--- config.mk ---
export PLATFORM = sky130hd
export DESIGN_NAME = aes_core
export DESIGN_NICKNAME = d
export VERILOG_FILES = /design/src/hdl/aes_field_pkg.sv /design/src/hdl/aes_cipher_pkg.sv /design/src/hdl/aes_core.sv /design/src/hdl/aes_key_expand.sv /design/src/hdl/aes_round_mix.sv /design/src/hdl/aes_round_seq.sv /design/src/hdl/aes_sbox.sv
export SDC_FILE = /design/constraint.sdc
export NUM_CORES = 2
export LEC_CHECK = 0
export BUFFER_PORTS_ARGS = -buffer_cell sky130_fd_sc_hd__buf_4
export CAP_MARGIN = 20
export CORE_MARGIN = 2
export CORE_UTILIZATION = 44
export DETAILED_ROUTE_END_ITERATION = 6
export HOLD_SLACK_MARGIN = 0.08
export SYNTH_ARGS = -nofsm -noshare
export SYNTH_HDL_FRONTEND = slang
export SYNTH_SLANG_ARGS = --single-unit
--- constraint.sdc ---
create_clock -name i_clk -period 19.3 [get_ports i_clk]
set_input_delay 0.965 -clock i_clk [delete_from_list [all_inputs] [get_ports i_clk]]
set_output_delay 0.965 -clock i_clk [all_outputs]
set_load 0.01 [all_outputs]
--- src/hdl/aes_field_pkg.sv ---
package aes_field_pkg;

	// ----------------------------------------------------------------------
	// GF(2^8) element types
	// ----------------------------------------------------------------------
	typedef logic [7:0] aes_byte_t;

	// one half of a byte in the composite field GF((2^4)^2)
	typedef logic [3:0] aes_nibble_t;

	// x^8 = x^4 + x^3 + x + 1
	localparam aes_byte_t AES_POLY_REDUCE = 8'h1b;

	// constant added after the S-box affine matrix
	localparam aes_byte_t AES_AFFINE_CONST = 8'h63;

	// multiply by x, used by MixColumns and the round-constant step
	function automatic aes_byte_t aes_xtime(input aes_byte_t b);
		aes_byte_t shifted;
		shifted = {b[6:0], 1'b0};
		return b[7] ? (shifted ^ AES_POLY_REDUCE) : shifted;
	endfunction

endpackage

--- src/hdl/aes_cipher_pkg.sv ---
package aes_cipher_pkg;

	// ----------------------------------------------------------------------
	// AES-128 sizes
	// ----------------------------------------------------------------------
	localparam int AES_BLOCK_BYTES = 16;
	localparam int AES_NUM_ROUNDS = 10;

	// Rcon for round 1
	localparam aes_field_pkg::aes_byte_t AES_RCON_INIT = 8'h01;

	// byte 0 of the block sits in bits 127:120
	typedef logic [127:0] aes_block_t;

	// row 0 of the column sits in bits 31:24
	typedef logic [31:0] aes_col_t;

	// same 128 bits seen as bytes or as columns
	// bytes[15] and cols[3] hold byte 0 and column 0
	typedef union packed {
		aes_field_pkg::aes_byte_t [AES_BLOCK_BYTES-1:0] bytes;
		aes_col_t [3:0] cols;
	} aes_state_u;

	typedef logic [3:0] aes_round_t;

	typedef struct packed {
		logic load;
		logic advance;
		logic last;
	} aes_round_ctl_t;

endpackage

--- src/hdl/aes_core.sv ---
`timescale 1ns/1ps

module aes_core (
	input  logic i_clk,
	input  logic i_rst,
	input  logic i_start,
	input  aes_cipher_pkg::aes_block_t i_key,
	input  aes_cipher_pkg::aes_block_t i_block,
	output aes_cipher_pkg::aes_block_t o_block,
	output logic o_done
);
	import aes_cipher_pkg::*;

	aes_round_ctl_t ctl;
	aes_state_u cur_state;
	aes_state_u sub_state;
	aes_state_u next_state;
	aes_state_u round_key;

	aes_round_seq u_seq (
		.i_clk(i_clk),
		.i_rst(i_rst),
		.i_start(i_start),
		.i_block(i_block),
		.i_round_key(round_key),
		.i_next_state(next_state),
		.o_state(cur_state),
		.o_ctl(ctl),
		.o_block(o_block),
		.o_done(o_done)
	);

	// SubBytes, one S-box per state byte
	for (genvar i = 0; i < AES_BLOCK_BYTES; i++) begin : g_lane
		aes_sbox u_sbox (
			.i_byte(cur_state.bytes[i]),
			.o_byte(sub_state.bytes[i])
		);
	end

	aes_round_mix u_mix (
		.i_sub_state(sub_state),
		.i_round_key(round_key),
		.i_ctl(ctl),
		.o_next_state(next_state)
	);

	aes_key_expand u_key (
		.i_clk(i_clk),
		.i_rst(i_rst),
		.i_key(i_key),
		.i_ctl(ctl),
		.o_round_key(round_key)
	);

endmodule

--- src/hdl/aes_key_expand.sv ---
`timescale 1ns/1ps

module aes_key_expand (
	input  logic i_clk,
	input  logic i_rst,
	input  aes_cipher_pkg::aes_block_t i_key,
	input  aes_cipher_pkg::aes_round_ctl_t i_ctl,
	output aes_cipher_pkg::aes_state_u o_round_key
);
	import aes_field_pkg::*;
	import aes_cipher_pkg::*;

	aes_state_u key_q;
	aes_state_u next_key;
	aes_byte_t rcon_q;
	aes_col_t rot_word;
	aes_col_t sub_word;

	// RotWord of w3, the last column of the stored key
	assign rot_word = {key_q.cols[0][23:0], key_q.cols[0][31:24]};

	for (genvar i = 0; i < 4; i++) begin : g_sub_word
		aes_sbox u_sbox (
			.i_byte(rot_word[8*i +: 8]),
			.o_byte(sub_word[8*i +: 8])
		);
	end

	// word-wise xor chain from w0 down to w3
	always_comb begin
		next_key.cols[3] = key_q.cols[3] ^ sub_word ^ {rcon_q, 24'h000000};
		for (int i = 2; i >= 0; i--) begin
			next_key.cols[i] = key_q.cols[i] ^ next_key.cols[i + 1];
		end
	end

	// round 0 uses the cipher key as given
	assign o_round_key = i_ctl.load ? aes_state_u'(i_key) : next_key;

	always_ff @(posedge i_clk or posedge i_rst) begin
		if (i_rst) begin
			rcon_q <= AES_RCON_INIT;
		end else if (i_ctl.load) begin
			rcon_q <= AES_RCON_INIT;
		end else if (i_ctl.advance) begin
			rcon_q <= aes_xtime(rcon_q);
		end
	end

	always_ff @(posedge i_clk) begin
		if (i_ctl.load) begin
			key_q <= aes_state_u'(i_key);
		end else if (i_ctl.advance) begin
			key_q <= next_key;
		end
	end

	// a zero Rcon would mean the xtime step lost its reduction
	rcon_nonzero: assert property (@(posedge i_clk) disable iff (i_rst) rcon_q != '0);

endmodule

--- src/hdl/aes_round_mix.sv ---
`timescale 1ns/1ps

module aes_round_mix (
	input  aes_cipher_pkg::aes_state_u i_sub_state,
	input  aes_cipher_pkg::aes_state_u i_round_key,
	input  aes_cipher_pkg::aes_round_ctl_t i_ctl,
	output aes_cipher_pkg::aes_state_u o_next_state
);
	import aes_field_pkg::*;
	import aes_cipher_pkg::*;

	aes_state_u shifted;

	// one column times the fixed 02 03 01 01 circulant
	function automatic aes_col_t mix_col(input aes_col_t c);
		aes_byte_t a0;
		aes_byte_t a1;
		aes_byte_t a2;
		aes_byte_t a3;
		a0 = c[31:24];
		a1 = c[23:16];
		a2 = c[15:8];
		a3 = c[7:0];
		return {aes_xtime(a0 ^ a1) ^ a1 ^ a2 ^ a3,
			aes_xtime(a1 ^ a2) ^ a2 ^ a3 ^ a0,
			aes_xtime(a2 ^ a3) ^ a3 ^ a0 ^ a1,
			aes_xtime(a3 ^ a0) ^ a0 ^ a1 ^ a2};
	endfunction

	// ShiftRows, row r moves left by r columns
	always_comb begin
		for (int c = 0; c < 4; c++) begin
			for (int r = 0; r < 4; r++) begin
				shifted.bytes[AES_BLOCK_BYTES - 1 - (4*c + r)] =
					i_sub_state.bytes[AES_BLOCK_BYTES - 1 - (4*((c + r) % 4) + r)];
			end
		end
	end

	// no MixColumns in the final round
	always_comb begin
		for (int i = 0; i < 4; i++) begin
			o_next_state.cols[i] = (i_ctl.last ? shifted.cols[i] : mix_col(shifted.cols[i]))
				^ i_round_key.cols[i];
		end
	end

endmodule

--- src/hdl/aes_round_seq.sv ---
`timescale 1ns/1ps

module aes_round_seq (
	input  logic i_clk,
	input  logic i_rst,
	input  logic i_start,
	input  aes_cipher_pkg::aes_block_t i_block,
	input  aes_cipher_pkg::aes_state_u i_round_key,
	input  aes_cipher_pkg::aes_state_u i_next_state,
	output aes_cipher_pkg::aes_state_u o_state,
	output aes_cipher_pkg::aes_round_ctl_t o_ctl,
	output aes_cipher_pkg::aes_block_t o_block,
	output logic o_done
);
	import aes_cipher_pkg::*;

	// zero while idle, else the round being computed
	aes_round_t round_q;
	// round 10 is in the state register, output goes out next edge
	logic fin_q;
	aes_state_u state_q;
	logic idle;

	assign idle = (round_q == '0);

	always_comb begin
		o_ctl.load = i_start & idle;
		o_ctl.advance = ~idle & ~fin_q;
		o_ctl.last = (round_q == aes_round_t'(AES_NUM_ROUNDS));
	end

	// ----------------------------------------------------------------------
	// round counter, output register and done strobe
	// ----------------------------------------------------------------------
	always_ff @(posedge i_clk or posedge i_rst) begin
		if (i_rst) begin
			round_q <= '0;
			fin_q <= 1'b0;
			o_block <= '0;
			o_done <= 1'b0;
		end else begin
			o_done <= fin_q;
			if (o_ctl.load) begin
				round_q <= aes_round_t'(1);
			end else if (fin_q) begin
				round_q <= '0;
				fin_q <= 1'b0;
				o_block <= aes_block_t'(state_q);
			end else if (o_ctl.advance) begin
				if (o_ctl.last) begin
					fin_q <= 1'b1;
				end else begin
					round_q <= round_q + 1'b1;
				end
			end
		end
	end

	// initial AddRoundKey on load, then one round per edge
	always_ff @(posedge i_clk) begin
		if (o_ctl.load) begin
			state_q <= aes_state_u'(i_block ^ i_round_key);
		end else if (o_ctl.advance) begin
			state_q <= i_next_state;
		end
	end

	assign o_state = state_q;

	round_in_range: assert property (@(posedge i_clk) disable iff (i_rst)
		round_q <= aes_round_t'(AES_NUM_ROUNDS));

	done_single: assert property (@(posedge i_clk) disable iff (i_rst) o_done |=> !o_done);

endmodule

--- src/hdl/aes_sbox.sv ---
`timescale 1ns/1ps

module aes_sbox (
	input  aes_field_pkg::aes_byte_t i_byte,
	output aes_field_pkg::aes_byte_t o_byte
);
	import aes_field_pkg::*;

	aes_byte_t iso;
	aes_nibble_t sum;
	aes_nibble_t dinv;
	aes_byte_t inv;

	// ----------------------------------------------------------------------
	// GF(2^2) arithmetic
	// ----------------------------------------------------------------------
	function automatic logic [1:0] gf2_mul(input logic [1:0] a, input logic [1:0] b);
		return {(a[1] & b[1]) ^ (a[1] & b[0]) ^ (a[0] & b[1]),
			(a[1] & b[1]) ^ (a[0] & b[0])};
	endfunction

	// squaring, also the inverse in GF(2^2)
	function automatic logic [1:0] gf2_sq(input logic [1:0] a);
		return {a[1], a[1] ^ a[0]};
	endfunction

	function automatic logic [1:0] gf2_phi(input logic [1:0] a);
		return {a[1] ^ a[0], a[1]};
	endfunction

	// ----------------------------------------------------------------------
	// GF(2^4) arithmetic
	// ----------------------------------------------------------------------
	function automatic aes_nibble_t gf4_sq(input aes_nibble_t a);
		return {a[3], a[3] ^ a[2], a[2] ^ a[1], a[3] ^ a[1] ^ a[0]};
	endfunction

	function automatic aes_nibble_t gf4_lambda(input aes_nibble_t a);
		return {a[2] ^ a[0], a[3] ^ a[2] ^ a[1] ^ a[0], a[3], a[2]};
	endfunction

	function automatic aes_nibble_t gf4_mul(input aes_nibble_t a, input aes_nibble_t b);
		logic [1:0] hh;
		logic [1:0] mm;
		logic [1:0] ll;
		hh = gf2_mul(a[3:2], b[3:2]);
		mm = gf2_mul(a[3:2] ^ a[1:0], b[3:2] ^ b[1:0]);
		ll = gf2_mul(a[1:0], b[1:0]);
		return {ll ^ mm, ll ^ gf2_phi(hh)};
	endfunction

	function automatic aes_nibble_t gf4_inv(input aes_nibble_t a);
		logic [1:0] s;
		logic [1:0] d;
		logic [1:0] d_inv;
		s = a[3:2] ^ a[1:0];
		d = gf2_phi(gf2_sq(a[3:2])) ^ gf2_mul(s, a[1:0]);
		d_inv = gf2_sq(d);
		return {gf2_mul(a[3:2], d_inv), gf2_mul(s, d_inv)};
	endfunction

	// isomorphism GF(2^8) to GF((2^4)^2)
	function automatic aes_byte_t iso_map(input aes_byte_t a);
		return {a[7] ^ a[5],
			a[7] ^ a[6] ^ a[4] ^ a[3] ^ a[2] ^ a[1],
			a[7] ^ a[5] ^ a[3] ^ a[2],
			a[7] ^ a[5] ^ a[3] ^ a[2] ^ a[1],
			a[7] ^ a[6] ^ a[2] ^ a[1],
			a[7] ^ a[4] ^ a[3] ^ a[2] ^ a[1],
			a[6] ^ a[4] ^ a[1],
			a[6] ^ a[1] ^ a[0]};
	endfunction

	function automatic aes_byte_t iso_unmap(input aes_byte_t a);
		return {a[7] ^ a[6] ^ a[5] ^ a[1],
			a[6] ^ a[2],
			a[6] ^ a[5] ^ a[1],
			a[6] ^ a[5] ^ a[4] ^ a[2] ^ a[1],
			a[5] ^ a[4] ^ a[3] ^ a[2] ^ a[1],
			a[7] ^ a[4] ^ a[3] ^ a[2] ^ a[1],
			a[5] ^ a[4],
			a[6] ^ a[5] ^ a[4] ^ a[2] ^ a[0]};
	endfunction

	// affine matrix as a sum of left rotations
	function automatic aes_byte_t affine(input aes_byte_t a);
		return a ^ {a[6:0], a[7]} ^ {a[5:0], a[7:6]} ^ {a[4:0], a[7:5]}
			^ {a[3:0], a[7:4]} ^ AES_AFFINE_CONST;
	endfunction

	// high half times (high + low) over the norm, inverted in GF(2^4)
	assign iso = iso_map(i_byte);
	assign sum = iso[7:4] ^ iso[3:0];
	assign dinv = gf4_inv(gf4_lambda(gf4_sq(iso[7:4])) ^ gf4_mul(sum, iso[3:0]));
	assign inv = iso_unmap({gf4_mul(iso[7:4], dinv), gf4_mul(sum, dinv)});
	assign o_byte = affine(inv);

endmodule

* Word level (Yosys, flattened, before mapping)
Cells that the tools add are included.
Word-level totals: flip-flop bits (word level) 398, latch bits 0, memory bits (writable) 0, bits in read-only memories 0, input port bits 259, output and inout bits 129, word-level logic and storage cells 3226, memories kept 0
Operators by class: $add $sub $neg 1, multipliers 0, div/mod/pow operators 0, order comparisons 0, equal/unequal tests 2, shift operators 0, mux-type cells 35, bitwise operators 3176, reduce and logical (&&, ||, !) cells 5
Operators with widths (count):
- 1-bit XOR | 1740
- 8-bit XOR | 144
- 1-bit AND | 962
- 128-bit 2-to-1 mux | 5
- 2-bit XOR | 240
- 32-bit XOR | 9
- 4-bit XOR | 40
- 4-bit inverter | 37
- 32-bit 2-to-1 mux | 4
- 128-bit XOR | 1
- 5-bit 2-to-1 mux | 17
- 4-bit 2-to-1 mux | 4
- 8-bit 2-to-1 mux | 2
- 4-bit by 1-bit adder with 4-bit output (second input constant) | 1
- 4-bit == test (second input constant) | 1
- 4-bit logical NOT | 1
- 2-bit AND reduction | 2
- 1-bit 2-to-1 mux | 3
- 3-bit by 2-bit inequality test with 1-bit output (second input constant) | 1
- 1-bit inverter | 3
- 3-bit nonzero test | 1
- 2-bit nonzero test | 1

* Longest topological paths before layout
depth in word-level cells 45, gate-level depth with buffers 33

* Modules after synthesis
From an unflattened synthesis, not the netlist that was laid out.
Second synthesis, totals: cell total of the unflattened synthesis 6591, area, all modules 63190.6 um2
Modules (own cells, without submodules):
- aes_sbox | times used 20, cells each 226, area an instance 1794.2 um2, sequential area each 0.0 um2
- aes_round_seq | times used 1, cells each 848, area an instance 11895.2 um2, sequential area each 7196.9 um2
- aes_key_expand | times used 1, cells each 500, area an instance 7818.7 um2, sequential area each 4045.1 um2
- aes_round_mix | times used 1, cells each 723, area an instance 7592.3 um2, sequential area each 0.0 um2

* Worst setup path before layout
No wires, ideal clock.
path type reg2reg, start register u_key.key_q[3] (netlist bit), end register u_seq.state_q, in the netlist u_seq.o_state[8] (data pin), setup time 271 ps, arrival time 7684 ps, required time 19029 ps, slack 11345 ps, stages on the path, launching flop included 33, path buffers 7, clock period less this slack 7955 ps, cells stage by stage edfxtp_1 clkbuf_1 xnor2_1 xnor2_1 clkbuf_1 inv_1 ha_1 clkbuf_1 xnor2_1 nor2_1 xnor3_1 xnor2_1 inv_1 clkbuf_1 ha_1 buf_1 inv_1 o21a_1 o311ai_1 buf_2 xnor2_1 buf_4 o21ai_1 a221oi_1 xnor2_1 xnor2_1 xnor2_1 xnor3_1 xnor3_1 xor2_1 xor2_1 o21ai_1 xor2_1
RTL lines:
- start: declaration | RTL line aes_key_expand.sv:13 | aes_state_u key_q;
- start signal: assignment | RTL line aes_key_expand.sv:52 | key_q <= aes_state_u'(i_key);
- start signal: assignment | RTL line aes_key_expand.sv:54 | key_q <= next_key;
- end signal: assignment | RTL line aes_round_seq.sv:62 | state_q <= aes_state_u'(i_block ^ i_round_key);
- end signal: assignment | RTL line aes_round_seq.sv:64 | state_q <= i_next_state;
- end: declaration | RTL line aes_round_seq.sv:21 | aes_state_u state_q;

==> impl_results.md <==
* Outcome: finished, violations left
* Failing checks: design-rule violations
* Tmin final at approximately 10 ns
* Avg WL per Cell at 25.8 um
* First-pass GRT wire length at 345000 um
* Fraction of layout cells with a size suffix above 1 at 12.1%
* Post-synth top cells: xnor2_1, nor2_1, xor2_1
* Worst path arrival time at between 10 and 15 ns
* Crit end category: flip-flop
* TNS Setup at 0 ns
* Layout fillers at 13600
* Worst-path clk slew at 0.07 ns
* CP max stage cell: xnor2_1
* Setup Fix Bufs, Post-CTS at 0
* Vias in the first global route at 52000
* CP required at 19.66 ns
* Min-Delay Path Class: in2async
* Final setup viols at 0
* Max-slew violations at 0
* Reg2reg path depth at 24
* RSZ-0062 raised after global routing: false
* Number of synthesized flops with an enable pin at 256
* Starting Density at around 44%
* CTS Buf Count at 54
* Async S/R FF share, synth at 35.7%
* Yosys cell types at 130
* Mapped Cells at a little over 7000
* Top FF cell, synth: edfxtp_1
* Die W at 379 um
* Clock root buffer: clkbuf_16
* Synthesized area per cell at 8.52 um^2
* TritonCTS clock tree: built
* Post-DP HPWL at 189000 um
* Slew HR at ~22%
* Final Hold Fails at 0
* GRT Residual Overflow at 0
* DR pass1 iterations at 7
* Vias per cell at slightly above 6
* Setup Crit Path Kind: reg2reg
* DRC at 3
* Placer Congestion at 0.999
* Routed WL at roughly 240000 um
* Clock insertion delay at the later pin of the skew report at 0.69 ns
* Most instantiated library cell after synthesis: xnor2_1
* H-tree Lvls at 2
* Cell mode on critical path: xnor2_1
* # clock sinks at 398
* Iter 0 DRT Violations at approximately 6700
* Synthesized area at 0.0618 mm^2
* Chip height at 379 um
* Skew final at around 0.032 ns
* Clock Path Buffers at 3
* Layout Nets at around 7600
* Cell taking the most area after synthesis: xnor2_1
* Mapped Nets at 7598
* Top cells by area, synth: xnor2_1, edfxtp_1, xor2_1
* Die Area at 0.143 mm^2
* Max stage delay on crit path at slightly below 0.9 ns
* Hold-fix buffers, CTS at 0
* Fmax at 95.3 MHz
* Largest net degree at the start of global routing at 129
* Share of the synthesized area in the top cell type at between 10% and 20%
* Max_cap viols at 0
* Via Count at 56900
* CP delay by family, top: XOR/XNOR gates
* Cell count along the critical path at 24
* Boundary Pins at 388
* CP Max Fanout at 29
* Syn-to-layout area delta at 9.23%
* Worst Max-Slew Pin Slew at 1.17 ns
* Buffers on Ports at 387
* GRT Overall Usage at 31.9%
* Syn. warnings at 0
* Resize count post-CTS at 0
* DRT antenna net count at 0
* Initial antenna violation count at 9
* Row count at roughly 140
* Cell-by-cell trace of the critical path: xor2_1 > xnor2_1 > buf_4 > inv_1 > ha_1 > xnor2_1 > nor2_1 > xnor2_1 > xor3_1 > inv_1 > ha_1 > inv_1 > o2111ai_1 > o311ai_2 > buf_4 > xnor2_1 > nand3_1 > a211o_1 > nand4_1 > xnor3_1 > xnor3_1 > xnor3_1 > o21ai_0 > xor2_1
* Core ar. at 0.140 mm^2
* Register bit total from synthesis at a little under 400
* Worst Path Buf+Inv at 5
* Critical path startpoint category: flip-flop
* Seq/Total Area, Yosys at between 10% and 20%
* Crit share post-route at a little over half
## cell type report
type / instances / area [um^2] / share of cell area (%)
multi-input combinational: 6161 / 47700 / 70.7
sequential: 398 / 11200 / 16.7
timing repair buffer: 466 / 3500 / 5.18
tap: 1876 / 2350 / 3.48
clock buffer: 71 / 1640 / 2.42
inverter: 195 / 744 / 1.10
clock inverter: 29 / 273 / 0.404
antenna: 3 / 7.51 / 0.0111
## worst register-to-register path, stage by stage (launching register included)
cell and delay, ns:
edfxtp_1 0.53, xor2_1 0.80, xnor2_1 0.20, buf_4 0.23
inv_1 0.11, ha_1 0.43, xnor2_1 0.65, nor2_1 0.15
xnor2_1 0.23, xor3_1 0.42, inv_1 0.30, ha_1 0.74
inv_1 0.37, o2111ai_1 0.18, o311ai_2 0.13, buf_4 0.25
xnor2_1 0.89, nand3_1 0.28, a211o_1 0.32, nand4_1 0.26
xnor3_1 0.47, xnor3_1 0.28, xnor3_1 0.53, o21ai_0 0.77
xor2_1 0.71
## path summary, 6_finish.rpt
path                                                     start                              to  slack, ns
worst max-delay path                  u_key.key_q[7]$_DFFE_PP_    u_seq.o_state[109]$_DFFE_PP_       8.80
worst min-delay path                                     i_rst   u_seq.o_block[93]$_DFFE_PP0P_       0.32
worst max register to register        u_key.key_q[7]$_DFFE_PP_    u_seq.o_state[109]$_DFFE_PP_       8.80
worst min register to register  u_seq.o_block[104]$_DFFE_PP0P_  u_seq.o_block[104]$_DFFE_PP0P_       0.48
max in group asynchronous                                i_rst   u_seq.o_block[38]$_DFFE_PP0P_      17.10
min in group i_clk              u_seq.o_block[104]$_DFFE_PP0P_  u_seq.o_block[104]$_DFFE_PP0P_       0.48
## layer usage
metal  vias up  global-route usage (%)  wire length, um
li1      26000                       -                -
met1     27700                    45.3           102000
met2      2826                    47.7           101000
met3       313                    6.92            25600
met4        12                    10.3             8590
met5         -                       0               71
## sequential cells by signal (all words and copies together), names as in the netlist
register       flops
u_seq.o_block    128
u_seq.o_state    128
u_seq.fin_q        1
u_key.key_q      128
u_key.rcon_q       8
u_seq.round_q      4
u_seq.o_done       1
## through the flow
| stage | area, um^2 | instances | utilization (%) | setup slack [ns] | hold slack (ns) |
|---|---|---|---|---|---|
| finish | 67500 | 9199 | 48.4 | 8.80 | 0.321 |
| global route | 67500 | 9196 | 48.4 | 8.59 | 0.367 |
| CTS | 67500 | 9195 | 48.4 | 9.13 | 0.320 |
| detailed placement | 65600 | 9095 | 47.0 | 9.22 | 0.472 |
| global placement | 65600 | 9093 | 47.0 | 9.15 | 0.466 |
| floorplan | 61800 | 7250 | - | 11.34 | 0.352 |
## cells by family (layout without fill, tap and decap cells)
family                   count (synthesis)  count (layout)  share of synthesized area, %
XOR/XNOR                              2051            2051                          35.9
AND/OR/NAND/NOR                       2034            2034                          15.7
AO/OA/AOI/OAI                         1683            1683                          18.6
buffers and inverters                  691             761                          4.62
flip-flops                             398             398                          18.2
multiplexers                           299             299                          5.20
adder cells (fa/ha/maj)                 94              94                          1.89
other                                    0               3                             0
## cells in the final DEF, fill, tap and decap left out, types with 51 or more instances in the layout
cell type and instances:
a211oi_1 90, a21oi_1 362, a22oi_1 52, a31oi_1 61, and2_1 54, buf_4 466, clkbuf_16 63, dfrtp_1 141
edfxtp_1 256, ha_1 89, inv_1 149, mux2_2 137, mux2i_1 153, nand2_1 551, nand2b_1 73, nand3_1 171
nand4_1 59, nor2_1 628, nor3_1 157, o211ai_1 73, o21ai_0 295, o21ai_1 80, o22ai_1 93, xnor2_1 1172
xnor3_1 204, xor2_1 557, xor3_1 51
Power is not shown: default switching activity piles up to over one toggle a cycle in this logic, so the estimate is an artifact.
